## src/hdl/commit_pkg.sv

```systemverilog
`default_nettype none

package commit_pkg;

  localparam int xlen  = 32;
  localparam int nregs = 16;

  typedef logic [3:0] reg_idx_t;

  ////////////////////
  // encodings

  typedef enum logic [2:0] {
    op_normal,
    op_ecall,
    op_mret,
    op_fence_i,
    op_misaligned
  } commit_op_e;

  typedef enum logic [11:0] {
    csr_mstatus   = 12'h300,
    csr_mtvec     = 12'h305,
    csr_mepc      = 12'h341,
    csr_mcause    = 12'h342,
    csr_mvendorid = 12'hF11,
    csr_marchid   = 12'hF12
  } csr_addr_e;

  ////////////////////
  // records

  typedef struct packed {
    commit_op_e      op;
    logic [xlen-1:0] pc;
    logic [xlen-1:0] pred_npc; // next pc from execute
    logic            mispredict;
    reg_idx_t        rd;
    logic            rd_wen;
    logic [xlen-1:0] rd_wdata;
    logic [11:0]     csr_addr;
    logic            csr_wen;
    logic [xlen-1:0] csr_wdata;
  } commit_t;

  typedef struct packed {
    logic [xlen-1:0] npc;
    logic            flush;
    logic            flush_icache;
  } redirect_t;

  typedef struct packed {
    logic            take;
    logic [xlen-1:0] cause;
    logic [xlen-1:0] epc;
  } trap_t;

  ////////////////////
  // reset and fixed values

  localparam logic [xlen-1:0] mstatus_reset   = 32'h0000_1800; // mpp = machine
  localparam logic [xlen-1:0] mvendorid_value = 32'h7973_7978;
  localparam logic [xlen-1:0] marchid_value   = 32'h017D_9F58;

  localparam logic [xlen-1:0] cause_misaligned = 32'd0;
  localparam logic [xlen-1:0] cause_ecall      = 32'd11;

endpackage

`default_nettype wire

```

## src/hdl/reg_file.sv

```systemverilog
`timescale 1ns/1ns
`default_nettype none

module reg_file (
  input  logic                        clock,
  input  logic                        reset,
  input  logic                        gpr_wen,
  input  commit_pkg::reg_idx_t        gpr_waddr,
  input  logic [commit_pkg::xlen-1:0] gpr_wdata,
  input  commit_pkg::reg_idx_t        rs1,
  input  commit_pkg::reg_idx_t        rs2,
  output logic [commit_pkg::xlen-1:0] src1,
  output logic [commit_pkg::xlen-1:0] src2
);
  import commit_pkg::*;

  logic [xlen-1:0] regs [nregs];

  // async read, x0 is never written so it stays zero
  assign src1 = regs[rs1];
  assign src2 = regs[rs2];

  always_ff @(posedge clock) begin
    if (reset) begin
      for (int i = 0; i < nregs; i++) begin
        regs[i] <= '0;
      end
    end else if (gpr_wen && (gpr_waddr != '0)) begin
      regs[gpr_waddr] <= gpr_wdata;
    end
  end

endmodule

`default_nettype wire

```

## src/hdl/csr_file.sv

```systemverilog
`timescale 1ns/1ns
`default_nettype none

module csr_file (
  input  logic                        clock,
  input  logic                        reset,
  input  logic [11:0]                 csr_raddr,
  input  logic                        csr_wen,
  input  commit_pkg::csr_addr_e       csr_waddr,
  input  logic [commit_pkg::xlen-1:0] csr_wdata,
  input  commit_pkg::trap_t           trap,
  output logic [commit_pkg::xlen-1:0] csr_rdata,
  output logic [commit_pkg::xlen-1:0] mtvec,
  output logic [commit_pkg::xlen-1:0] mepc
);
  import commit_pkg::*;

  logic [xlen-1:0] mstatus;
  logic [xlen-1:0] mcause;

  ////////////////////
  // write side

  always_ff @(posedge clock) begin
    if (reset) begin
      mstatus <= mstatus_reset;
      mtvec   <= '0;
      mepc    <= '0;
      mcause  <= '0;
    end else if (trap.take) begin
      mepc   <= trap.epc;
      mcause <= trap.cause;
    end else if (csr_wen) begin
      case (csr_waddr)
        csr_mstatus: mstatus <= csr_wdata;
        csr_mtvec:   mtvec   <= csr_wdata;
        csr_mepc:    mepc    <= csr_wdata;
        default: ; // mcause and id regs not software writable here
      endcase
    end
  end

  ////////////////////
  // read side

  always_comb begin
    case (csr_raddr)
      csr_mstatus:   csr_rdata = mstatus;
      csr_mtvec:     csr_rdata = mtvec;
      csr_mepc:      csr_rdata = mepc;
      csr_mcause:    csr_rdata = mcause;
      csr_mvendorid: csr_rdata = mvendorid_value;
      csr_marchid:   csr_rdata = marchid_value;
      default:       csr_rdata = '0; // unknown csr
    endcase
  end

endmodule

`default_nettype wire

```

## src/hdl/commit_ctrl.sv

```systemverilog
`timescale 1ns/1ns
`default_nettype none

module commit_ctrl (
  input  logic                        clock,
  input  logic                        reset,
  input  logic                        commit_valid,
  input  commit_pkg::commit_t         commit,
  input  logic [commit_pkg::xlen-1:0] mtvec,
  input  logic [commit_pkg::xlen-1:0] mepc,
  output logic                        gpr_wen,
  output commit_pkg::reg_idx_t        gpr_waddr,
  output logic [commit_pkg::xlen-1:0] gpr_wdata,
  output logic                        csr_wen,
  output commit_pkg::csr_addr_e       csr_waddr,
  output logic [commit_pkg::xlen-1:0] csr_wdata,
  output commit_pkg::trap_t           trap,
  output logic                        redirect_valid,
  output commit_pkg::redirect_t       redirect
);
  import commit_pkg::*;

  logic            accept;
  logic            is_trap;
  logic            next_flush;
  logic            next_flush_icache;
  logic [xlen-1:0] next_npc;
  logic            flush_q;
  logic            flush_icache_q;
  logic [xlen-1:0] npc_q;

  // record behind a flush belongs to a squashed instruction
  assign accept  = commit_valid && !flush_q;
  assign is_trap = (commit.op == op_ecall) || (commit.op == op_misaligned);

  ////////////////////
  // write enables

  assign gpr_wen   = accept && !is_trap && commit.rd_wen && (commit.rd != '0);
  assign gpr_waddr = commit.rd;
  assign gpr_wdata = commit.rd_wdata;

  assign csr_wen   = accept && !is_trap && commit.csr_wen;
  assign csr_waddr = csr_addr_e'(commit.csr_addr);
  assign csr_wdata = commit.csr_wdata;

  assign trap = '{
    take:  accept && is_trap,
    cause: (commit.op == op_misaligned) ? cause_misaligned : cause_ecall,
    epc:   commit.pc
  };

  ////////////////////
  // redirect

  always_comb begin
    next_flush_icache = 1'b0;
    if (is_trap) begin
      next_npc   = mtvec;
      next_flush = 1'b1;
    end else begin
      next_npc          = (commit.op == op_mret) ? mepc : commit.pred_npc;
      next_flush        = (commit.op == op_mret) || (commit.op == op_fence_i) ||
                          commit.mispredict;
      next_flush_icache = (commit.op == op_fence_i);
    end
  end

  always_ff @(posedge clock) begin
    if (reset) begin
      redirect_valid <= 1'b0;
      flush_q        <= 1'b0;
      flush_icache_q <= 1'b0;
    end else begin
      redirect_valid <= accept;
      flush_q        <= accept && next_flush; // one cycle, clears itself
      flush_icache_q <= accept && next_flush_icache;
    end
  end

  always_ff @(posedge clock) begin
    npc_q <= next_npc;
  end

  assign redirect = '{npc: npc_q, flush: flush_q, flush_icache: flush_icache_q};

endmodule

`default_nettype wire

```

## src/hdl/commit_top.sv

```systemverilog
`timescale 1ns/1ns
`default_nettype none

module commit_top (
  input  logic                        clock,
  input  logic                        reset,
  input  logic                        commit_valid,
  input  commit_pkg::commit_t         commit,
  input  commit_pkg::reg_idx_t        rs1,
  input  commit_pkg::reg_idx_t        rs2,
  input  logic [11:0]                 csr_raddr,
  output logic [commit_pkg::xlen-1:0] src1,
  output logic [commit_pkg::xlen-1:0] src2,
  output logic [commit_pkg::xlen-1:0] csr_rdata,
  output logic                        redirect_valid,
  output commit_pkg::redirect_t       redirect
);
  import commit_pkg::*;

  logic            gpr_wen;
  reg_idx_t        gpr_waddr;
  logic [xlen-1:0] gpr_wdata;
  logic            csr_wen;
  csr_addr_e       csr_waddr;
  logic [xlen-1:0] csr_wdata;
  trap_t           trap;
  logic [xlen-1:0] mtvec;
  logic [xlen-1:0] mepc;

  commit_ctrl u_commit_ctrl (
    .clock, .reset, .commit_valid, .commit, .mtvec, .mepc,
    .gpr_wen, .gpr_waddr, .gpr_wdata,
    .csr_wen, .csr_waddr, .csr_wdata, .trap,
    .redirect_valid, .redirect
  );

  reg_file u_reg_file (
    .clock, .reset, .gpr_wen, .gpr_waddr, .gpr_wdata,
    .rs1, .rs2, .src1, .src2
  );

  // mtvec and mepc feed back for the redirect target
  csr_file u_csr_file (
    .clock, .reset, .csr_raddr, .csr_wen, .csr_waddr, .csr_wdata,
    .trap, .csr_rdata, .mtvec, .mepc
  );

endmodule

`default_nettype wire

```

## config.mk

```make
export PLATFORM = sky130hd
export DESIGN_NAME = commit_top
export DESIGN_NICKNAME = d
export VERILOG_FILES = /design/src/hdl/commit_pkg.sv /design/src/hdl/reg_file.sv /design/src/hdl/csr_file.sv /design/src/hdl/commit_ctrl.sv /design/src/hdl/commit_top.sv
export SDC_FILE = /design/constraint.sdc
export NUM_CORES = 1
export LEC_CHECK = 0
export BUFFER_PORTS_ARGS = -buffer_cell sky130_fd_sc_hd__buf_2
export CAP_MARGIN = 0
export CORE_MARGIN = 2
export CORE_UTILIZATION = 30
export CTS_BUF_LIST = sky130_fd_sc_hd__clkbuf_8 sky130_fd_sc_hd__clkbuf_16
export DETAILED_ROUTE_END_ITERATION = 7
export HOLD_SLACK_MARGIN = 0.15
export MAX_ROUTING_LAYER = met4
export PLACE_DENSITY = 0.42
export SYNTH_ARGS = -nofsm -noshare
export SYNTH_HDL_FRONTEND = slang
export SYNTH_HIERARCHICAL = 1
export SYNTH_SLANG_ARGS = --single-unit
```

## constraint.sdc

```tcl
create_clock -name clock -period 3.7 [get_ports clock]
set_input_delay 0.74 -clock clock [delete_from_list [all_inputs] [get_ports clock]]
set_output_delay 0.74 -clock clock [all_outputs]
set_load 0.03 [all_outputs]
```

* Yosys cells after proc, flatten, opt, wreduce, memory -nomap -nowiden
Memory sizes are Yosys's and may differ from the RTL's. Cells that the tools add are included.
Word-level totals: memories 1, memory bits (writable) 512, latch bits 0, flip-flop bits (word level) 163, ROM bits 0
Memory list:
- u_reg_file.regs | depth 16, bits a word 32, read ports 2, clocked after Yosys merged registers in 0, write ports 16, RTL line reg_file.sv:17 | logic [xlen-1:0] regs [nregs];
Cells by class: muxes and demuxes 17, div/mod/pow operators 0, $add $sub $neg 0, shift-type cells 0, bitwise operators 1, eq/ne operators 13, reduce and logical (&&, ||, !) cells 21, magnitude comparators 0, multiply operators 0
Operators by type and width (count):
- 32-bit two-way mux | 6
- 32-bit one-hot mux with 6 select lines | 1
- 12-bit by 10-bit equality test with 1-bit output (second input constant) | 7
- 32-bit OR reduction | 1
- 12-bit equality test (second input constant) | 2
- 1-bit logical AND | 9
- 1-bit two-way mux | 8
- 4-bit two-way mux | 2
- 3-bit by 2-bit equality test with 1-bit output (second input constant) | 2
- 3-bit AND reduction | 2
- 2-bit nonzero test | 2
- 4-bit nonzero test | 1
- 3-bit by 1-bit equality test with 1-bit output (second input constant) | 1
- 3-bit equality test (second input constant) | 1
- 1-bit logical OR | 3
- 1-bit zero test | 2
- 2-bit AND reduction | 1
- 1-bit inverter | 1

* Longest topological paths before layout
Gate-level depths: netlist of run 1.
depth in word-level cells 12, mapped depth 10, gate-level depth less buffers 7

* Cells and area by module
The synthesis of run 1 kept the hierarchy.
Modules (own cells, without submodules):
- reg_file | instances 1, seq. area each 15374.7 um^2, area an instance 26330.3 um^2, cells each 1652
- csr_file | instances 1, seq. area each 2562.5 um^2, area an instance 5754.3 um^2, cells each 696
- commit_ctrl | instances 1, seq. area each 700.7 um^2, area an instance 2673.8 um^2, cells each 265

* Least setup slack after synthesis of run 1
Ideal clock, no wire load.
kind input to register, from in commit[147] (netlist bit), to mem u_reg_file.regs[1][0], enable pin, stages on the path 7, required time 3325 ps, path buffers 1, arrival time 2898 ps, setup slack 428 ps, cells stage by stage xnor2_1 > nor2_4 > buf_4 > nor3_1 > or4b_4 > nor2_4 > or2_2
RTL lines:
- start: declaration | RTL line commit_top.sv:8 | input commit_pkg::commit_t commit,
- end: declaration | RTL line reg_file.sv:17

* Final worst setup path of run 1
from in csr_raddr[5], to out csr_rdata[24] (netlist bit)
On the way: longest elaborated chain between the ends 2
RTL lines:
- start: declaration | RTL line commit_top.sv:11 | input logic [11:0] csr_raddr,
- 12-bit equality test or 12-bit by 10-bit equality test with 1-bit output (tied branches) | RTL line csr_file.sv:47 | case (csr_raddr)
- 32-bit one-hot mux with 6 select lines (*) | RTL line csr_file.sv:47
- end: declaration | RTL line commit_top.sv:14 | output logic [commit_pkg::xlen-1:0] csr_rdata,
Every way passes the cells marked *; elsewhere a longest branch is shown, timed or not.

==> results of run 1 <==
tightest hold or removal path: stages:
cell	delay (ns)
buf_2	0.08
a32oi_1	0.05
o21ai_0	0.06
layer usage:
layer,vias to the layer above,wire (um)
met3,219,8160
met5,-,0
li1,10004,-
met4,0,3460
met2,900,61100
met1,11844,50400
synthesized netlist by cell type, types with 2 or more instances:
| cell type | n |
|---|---|
| nor3b_1 | 2 |
| and3_1 | 2 |
| and2_1 | 482 |
| or2_2 | 18 |
| a211o_1 | 2 |
| nand2b_1 | 5 |
| buf_1 | 13 |
| buf_8 | 2 |
| buf_6 | 4 |
| a221o_1 | 8 |
| mux2_1 | 6 |
| conb_1 | 2 |
| a22o_1 | 13 |
| nand2_1 | 211 |
| or3_1 | 2 |
| clkbuf_1 | 151 |
| clkbuf_2 | 9 |
| o21ai_0 | 31 |
| a21oi_1 | 72 |
| buf_2 | 43 |
| nor3_1 | 5 |
| and4_1 | 2 |
| mux2_2 | 58 |
| dfxtp_1 | 163 |
| o221ai_1 | 10 |
| mux4_2 | 256 |
| a311o_1 | 2 |
| nand4_1 | 3 |
| edfxtp_1 | 512 |
| nor4b_2 | 3 |
| buf_4 | 152 |
| nor4_4 | 2 |
| a22oi_1 | 158 |
| nor2_1 | 62 |
| nor2_4 | 4 |
| nor4bb_1 | 2 |
| inv_1 | 33 |
| mux2i_1 | 34 |
| nor2b_1 | 10 |
| a32oi_1 | 32 |
| nand3_1 | 12 |
report_power, final:
part / internal, mW / switching, mW
sequential: 8.44 / 0.158
combinational: 0.854 / 1.31
clock: 4.40 / 3.37
metrics by stage:
step / util (%) / total power [mW] / setup WS, ns / cells / hold WS [ns]
after detailed placement: 33.1 / 10.9 / -0.0712 / 4235 / 0.444
after floorplan: - / 10.1 / 0.428 / 2672 / 0.432
after global routing: 35.4 / 19.2 / 0.200 / 4403 / 0.283
after CTS: 35.4 / 18.8 / 0.333 / 4386 / 0.259
final: 35.4 / 18.5 / 0.321 / 4406 / 0.309
after global placement: 33.1 / 10.9 / -0.000641 / 4235 / 0.439
cell type report:
class / count / area [um2] / area share [%]
sequential: 675 / 18600 / 45.9
clock buffer: 88 / 2150 / 5.29
antenna: 20 / 50.0 / 0.123
timing repair buffer: 425 / 3030 / 7.47
inverter: 33 / 124 / 0.305
multi-input combinational: 1590 / 14300 / 35.2
tap: 1512 / 1890 / 4.66
clock inverter: 63 / 427 / 1.05
cells in the final DEF (no fill, tap or decap), types with 8 or more instances in the layout:
cell | netlist | final
inv_1 | 33 | 60
o21ai_0 | 31 | 31
mux2_2 | 58 | 58
a221o_1 | 8 | 8
nand2_1 | 211 | 211
diode_2 | 0 | 20
clkinv_1 | 0 | 14
conb_1 | 2 | 61
a22o_1 | 13 | 13
nand3_1 | 12 | 12
buf_2 | 43 | 298
or2_2 | 18 | 18
edfxtp_1 | 512 | 512
o221ai_1 | 10 | 10
clkbuf_16 | 0 | 83
buf_4 | 152 | 77
nor2_1 | 62 | 50
nor2_4 | 4 | 15
clkinv_2 | 0 | 12
and2_1 | 482 | 480
mux4_2 | 256 | 256
a32oi_1 | 32 | 32
mux2i_1 | 34 | 34
a21oi_1 | 72 | 72
dfxtp_1 | 163 | 163
buf_12 | 0 | 45
a22oi_1 | 158 | 158
sequential cells by signal, summed over array words and instances, names as in the netlist:
signal / count
u_reg_file/regs: 512
u_commit_ctrl/npc_q: 32
u_csr_file/mcause: 32
u_csr_file/mepc: 32
u_csr_file/mstatus: 32
u_csr_file/mtvec: 32
u_commit_ctrl/flush_icache_q: 1
u_commit_ctrl/flush_q: 1
u_commit_ctrl/redirect_valid: 1
cell families (layout without fill, tap and decap cells):
kind of cell | Yosys count | count (layout)
flops | 675 | 675
mux | 354 | 354
other cells | 2 | 81
buf+inv | 407 | 609
xor+xnor | 1 | 1
simple gates | 839 | 839
compound gates | 335 | 335
worst paths after layout:
path | endpoint | slack [ns]
max | csr_rdata[24] | 0.32
min | u_csr_file/mepc[26] | 0.31
max reg2reg | u_csr_file/mepc[28] | 0.71
min reg2reg | u_csr_file/mstatus[9] | 0.45
==> metrics.txt, run 1 <==
gpl congestion 0.798; dpl hpwl 76.5 mm; clock-pin slew on the worst setup and hold paths 0.06 ns; Final Hold Viols 0; die width 344 um; sequential area share after synthesis 53.6%; clock insertion delay at the later pin of the skew report 0.65 ns; total gr overflow 0; CP Capture Type output pin; adder-cell area share of the yosys netlist 0%; leakage 15.1 nW; hold_buf cts 0; PwrDens 457 nW/um2; Slew Viols, Final 0; Syn Std Cell Area 34800 um2; gr usage total 21.4%; Post-DP Area 38000 um2; Critical Path AT 2.64 ns; run status complete, no violations; vias per cell 5.21; main combinational cell family by area after synthesis multiplexers; Syn Inst Count 2613; hold_sp commit[141]; register bit total from synthesis 675; met3 Use GR 4.27%; setup bufs post-CTS 0; GR peak layer met2; Synth top area share 44.2%; CTS buffer count 83; Critical Path RT 2.96 ns; CORE AREA 115000 um2; fmax 0.296 GHz; # nets final 2981; crit path max fanout 11; Setup violations, final 0; Crit path max-delay family simple AND/OR/NAND/NOR gates; num ports 304; iteration count of the initial detailed-routing pass 7; number of global-route vias before repair 24375; drt drc 0; Mean Syn Cell Area 13.3 um2; crit path from csr_raddr[5]; ys async rst share 0%; crit-path cells buf_2, nor4bb_1, buf_4, nand2b_1, or3_1, nand3_1, buf_2; depth of the CTS H-tree 3; Initial DRC Count 1909; GR Util met1 26.1%; Post-synth EDFFs 512; Clock Tree Buf Depth 3; slew of the pin with the lowest slew margin 0.765 ns; # rows 124; R2R depth 8; largest cells by area after synthesis edfxtp_1 (44%), mux4_2 (17%), dfxtp_1 (9.4%); Root Buffer clkbuf_16; Layout area overhead 16.8%; Initial Utilization 30.3%; largest net degree at the start of global routing 66; Most common cell on crit path buf_2; synth warn 6; most used flip-flop cell after synthesis edfxtp_1; Die H 344 um; layout cells sized above 1 31.6%; Worst path depth 7; WL/cell 27.9 um; worst hold stages 3; Finished Cell Area 40600 um2; Synth area leader edfxtp_1; peak supply drop 0.292 mV; filler cell count 11102; met2 Use GR 35.7%; post-synthesis mux area share 19.6%; unrepaired setup endpoints after global routing false; post-cts sizing count 0; setup tns final 0 ns; Port Buffers 303; Reg2Reg Launch Point u_commit_ctrl/flush_q; vias 22967; CTS tree yes; Max-slew headroom 49.0%; clock sinks 675; initial antenna violation count 27; Distinct cells, synth 61; critical path class in -> out; Synth Area in Simple Gates 13.6%; Compound-Gate Fraction of Synth Area 6.76%; buffer and inverter count on the worst path 3; Period Utilization, post-route 91.3%; clock skew 0.0160 ns; Die Area 119000 um2; post-route ant nets 0; worst min path class in -> reg; startpoint types input port; first-pass GRT wire length 176 mm; XOR/XNOR share of the synthesized area 0.0252%; Critical-path top delay cell or3_1; max_cap viols 0; CP peak stage delay 0.71 ns; WL final 123 mm; minimum clock period 3.38 ns
(Power assumes the default switching activity.)
==> run 2, diff against run 1 <==
==> constraint.sdc (replaced) <==
create_clock -name clock -period 3.7 [get_ports clock]
set_input_delay 0.37 -clock clock [delete_from_list [all_inputs] [get_ports clock]]
set_output_delay 0.37 -clock clock [all_outputs]
set_load 0.03 [all_outputs]
==> run 2 against run 1 <==
- sequential share of layout area decreased by 1.3 points
- global-route usage is 0.22 points higher
- clock power increased by 5.0%
- critical path type is now in -> reg
- critical endpoint is now u_csr_file/mepc[4]
- highest routed layer unchanged
==> metrics.txt, run 2 (synthesized netlist as in run 1, its figures left out) <==
run status complete, no violations; CTS tree yes; Root Buffer clkbuf_16; clock insertion delay at the later pin of the skew report 0.67 ns (+0.02 ns); Clock Tree Buf Depth 3 (unchanged); first-pass GRT wire length 179 mm (+1.7%); Hold WS 0.202 ns (-0.107 ns); clock-pin slew on the worst setup and hold paths 0.06 ns (about the same); Finished Cell Area 41800 um2 (+3.0%); crit-path cells dlygate4sd3_1, buf_2, xnor2_1, nor2_4, buf_4, nor3b_1, nor4b_4, nand4_1, buf_4, nand2b_1, buf_4, o21ai_0, dlygate4sd3_1; gr usage total 21.6% (+0.22 points); minimum clock period 3.41 ns (+0.0308 ns); slew of the pin with the lowest slew margin 0.838 ns (+0.0726 ns); number of global-route vias before repair 24940 (+2.3%); initial antenna violation count 19 (-30%); CTS buffer count 84 (+1.2%); depth of the CTS H-tree 3 (unchanged); vias 23401 (+1.9%); unrepaired setup endpoints after global routing false; Critical Path AT 4.01 ns (+1.37 ns); startpoint types input port; setup bufs post-CTS 0 (unchanged); WL final 124 mm (+0.86%); R2R Setup Slk 0.46 ns (-0.25 ns); WL/cell 27.4 um (-2.0%); max reg flops 512 (unchanged); Final Hold Viols 0 (unchanged); Post-DP Area 37700 um2 (-0.80%); leakage 15.7 nW (+4.0%); most frequent cells in the layout edfxtp_1 (512), and2_1 (480), buf_2 (298); iteration count of the initial detailed-routing pass 6 (-1); peak supply drop 0.292 mV (-0.25%); Max-slew headroom 43.7% (-5.3 points); worst min path class in -> reg; layout cells sized above 1 30.4% (-1.1 points); dpl hpwl 78.9 mm (+3.2%); CP Capture Type register; setup tns final 0 ns (unchanged); total power draw 19.0 mW (+2.6%); Die Area 119000 um2 (unchanged); crit path max fanout 33 (+22); clock skew 0.0151 ns (-0.000894 ns); Crit path max-delay family buffers and inverters; commonest non-fill, non-tap cell in the layout edfxtp_1; final worst slack 0.290 ns (-0.0308 ns); PwrDens 455 nW/um2 (-0.37%); Critical Path RT 4.30 ns (+1.34 ns); largest net degree at the start of global routing 100 (+52%); Setup violations, final 0 (unchanged); critical path class in -> reg; buffer and inverter count on the worst path 6 (+3); clock sinks 675 (unchanged); gpl congestion 0.821 (+2.9%); Critical-path top delay cell dlygate4sd3_1; Initial Utilization 30.3% (unchanged); drt drc 0 (unchanged); die width 344 um (unchanged); final core occ 36.5% (+1.0 points); Initial DRC Count 1681 (-12%); CP peak stage delay 0.59 ns (-0.12 ns); fmax 0.293 GHz (-0.90%); post-route ant nets 0 (unchanged); non-filler instance count after layout 4533 (+2.9%); max_cap viols 0 (unchanged); Die H 344 um (unchanged); total gr overflow 0 (unchanged); Layout area overhead 20.3%; # nets final 3118 (+4.6%); # rows 124 (unchanged); CORE AREA 115000 um2 (unchanged); Port Buffers 303 (unchanged); num ports 304 (unchanged); Post-Place Worst Slack 0.551 ns (+0.622 ns); vias per cell 5.16 (-0.96%); dpl cells 4231 (-0.094%); Period Utilization, post-route 92.2% (+0.83 points); Most flops, register u_reg_file/regs; Most common cell on crit path buf_4; Slew Viols, Final 0 (unchanged)
## run 2: cell count changes in the layout (fill, tap and decap cells not counted), moves of 2 or more
| cell | change |
|---|---|
| dlygate4sd3_1 | +140 |
| bufinv_16 | +3 |
| inv_1 | -8 |
| buf_12 | -22 |
| buf_4 | +18 |
| diode_2 | -10 |
| clkbuf_16 | +2 |
| clkinv_2 | +8 |
| clkinv_1 | -4 |
## run 2: per-layer routing
metal / global-route usage, % / wire (um) / up-vias
li1: - / - / 10263
met1: 27.4 / 52600 / 12163
met2: 36.0 / 61700 / 808
met3: 3.71 / 7540 / 167
met4: 4.79 / 2310 / 0
met5: - / 0 / -
## run 2: path summary, 6_finish.rpt
check                         startpoint                 endpoint  cells past startpoint
hold reg to reg   u_csr_file/mstatus[16]   u_csr_file/mstatus[16]                      2
setup reg to reg   u_commit_ctrl/flush_q       u_csr_file/mepc[4]                      9
setup / recovery             commit[147]       u_csr_file/mepc[4]                     13
hold / removal                commit[76]  u_reg_file/regs[15][31]                      2
## run 2: layout make-up
class | instances | area (um2)
multi-input cells | 1590 | 14300
repair buffers | 561 | 4130
diodes | 10 | 25.0
well taps | 1512 | 1890
inverters | 33 | 124
fillers | 11126 | 72900
clock buffers | 90 | 2200
clock inverters | 62 | 498
flip-flops and latches | 675 | 18600
## run 2: what timing repair did
| item | in CTS | in global routing |
|---|---|---|
| hold buffers | 140 | 0 |
| resized for setup | 0 | 1 |
| endpoints found under the setup margin | 0 | 8 |
| endpoints found under the hold margin | 249 | 0 |
## run 2: report_power, final
part           leakage (nW)  switching [mW]  total [mW]  internal [mW]
clock                  1.41            3.45        8.16           4.71
combinational          7.76            1.35        2.26          0.915
sequential             6.50           0.151        8.59           8.44
total                  15.7            4.95        19.0           14.1
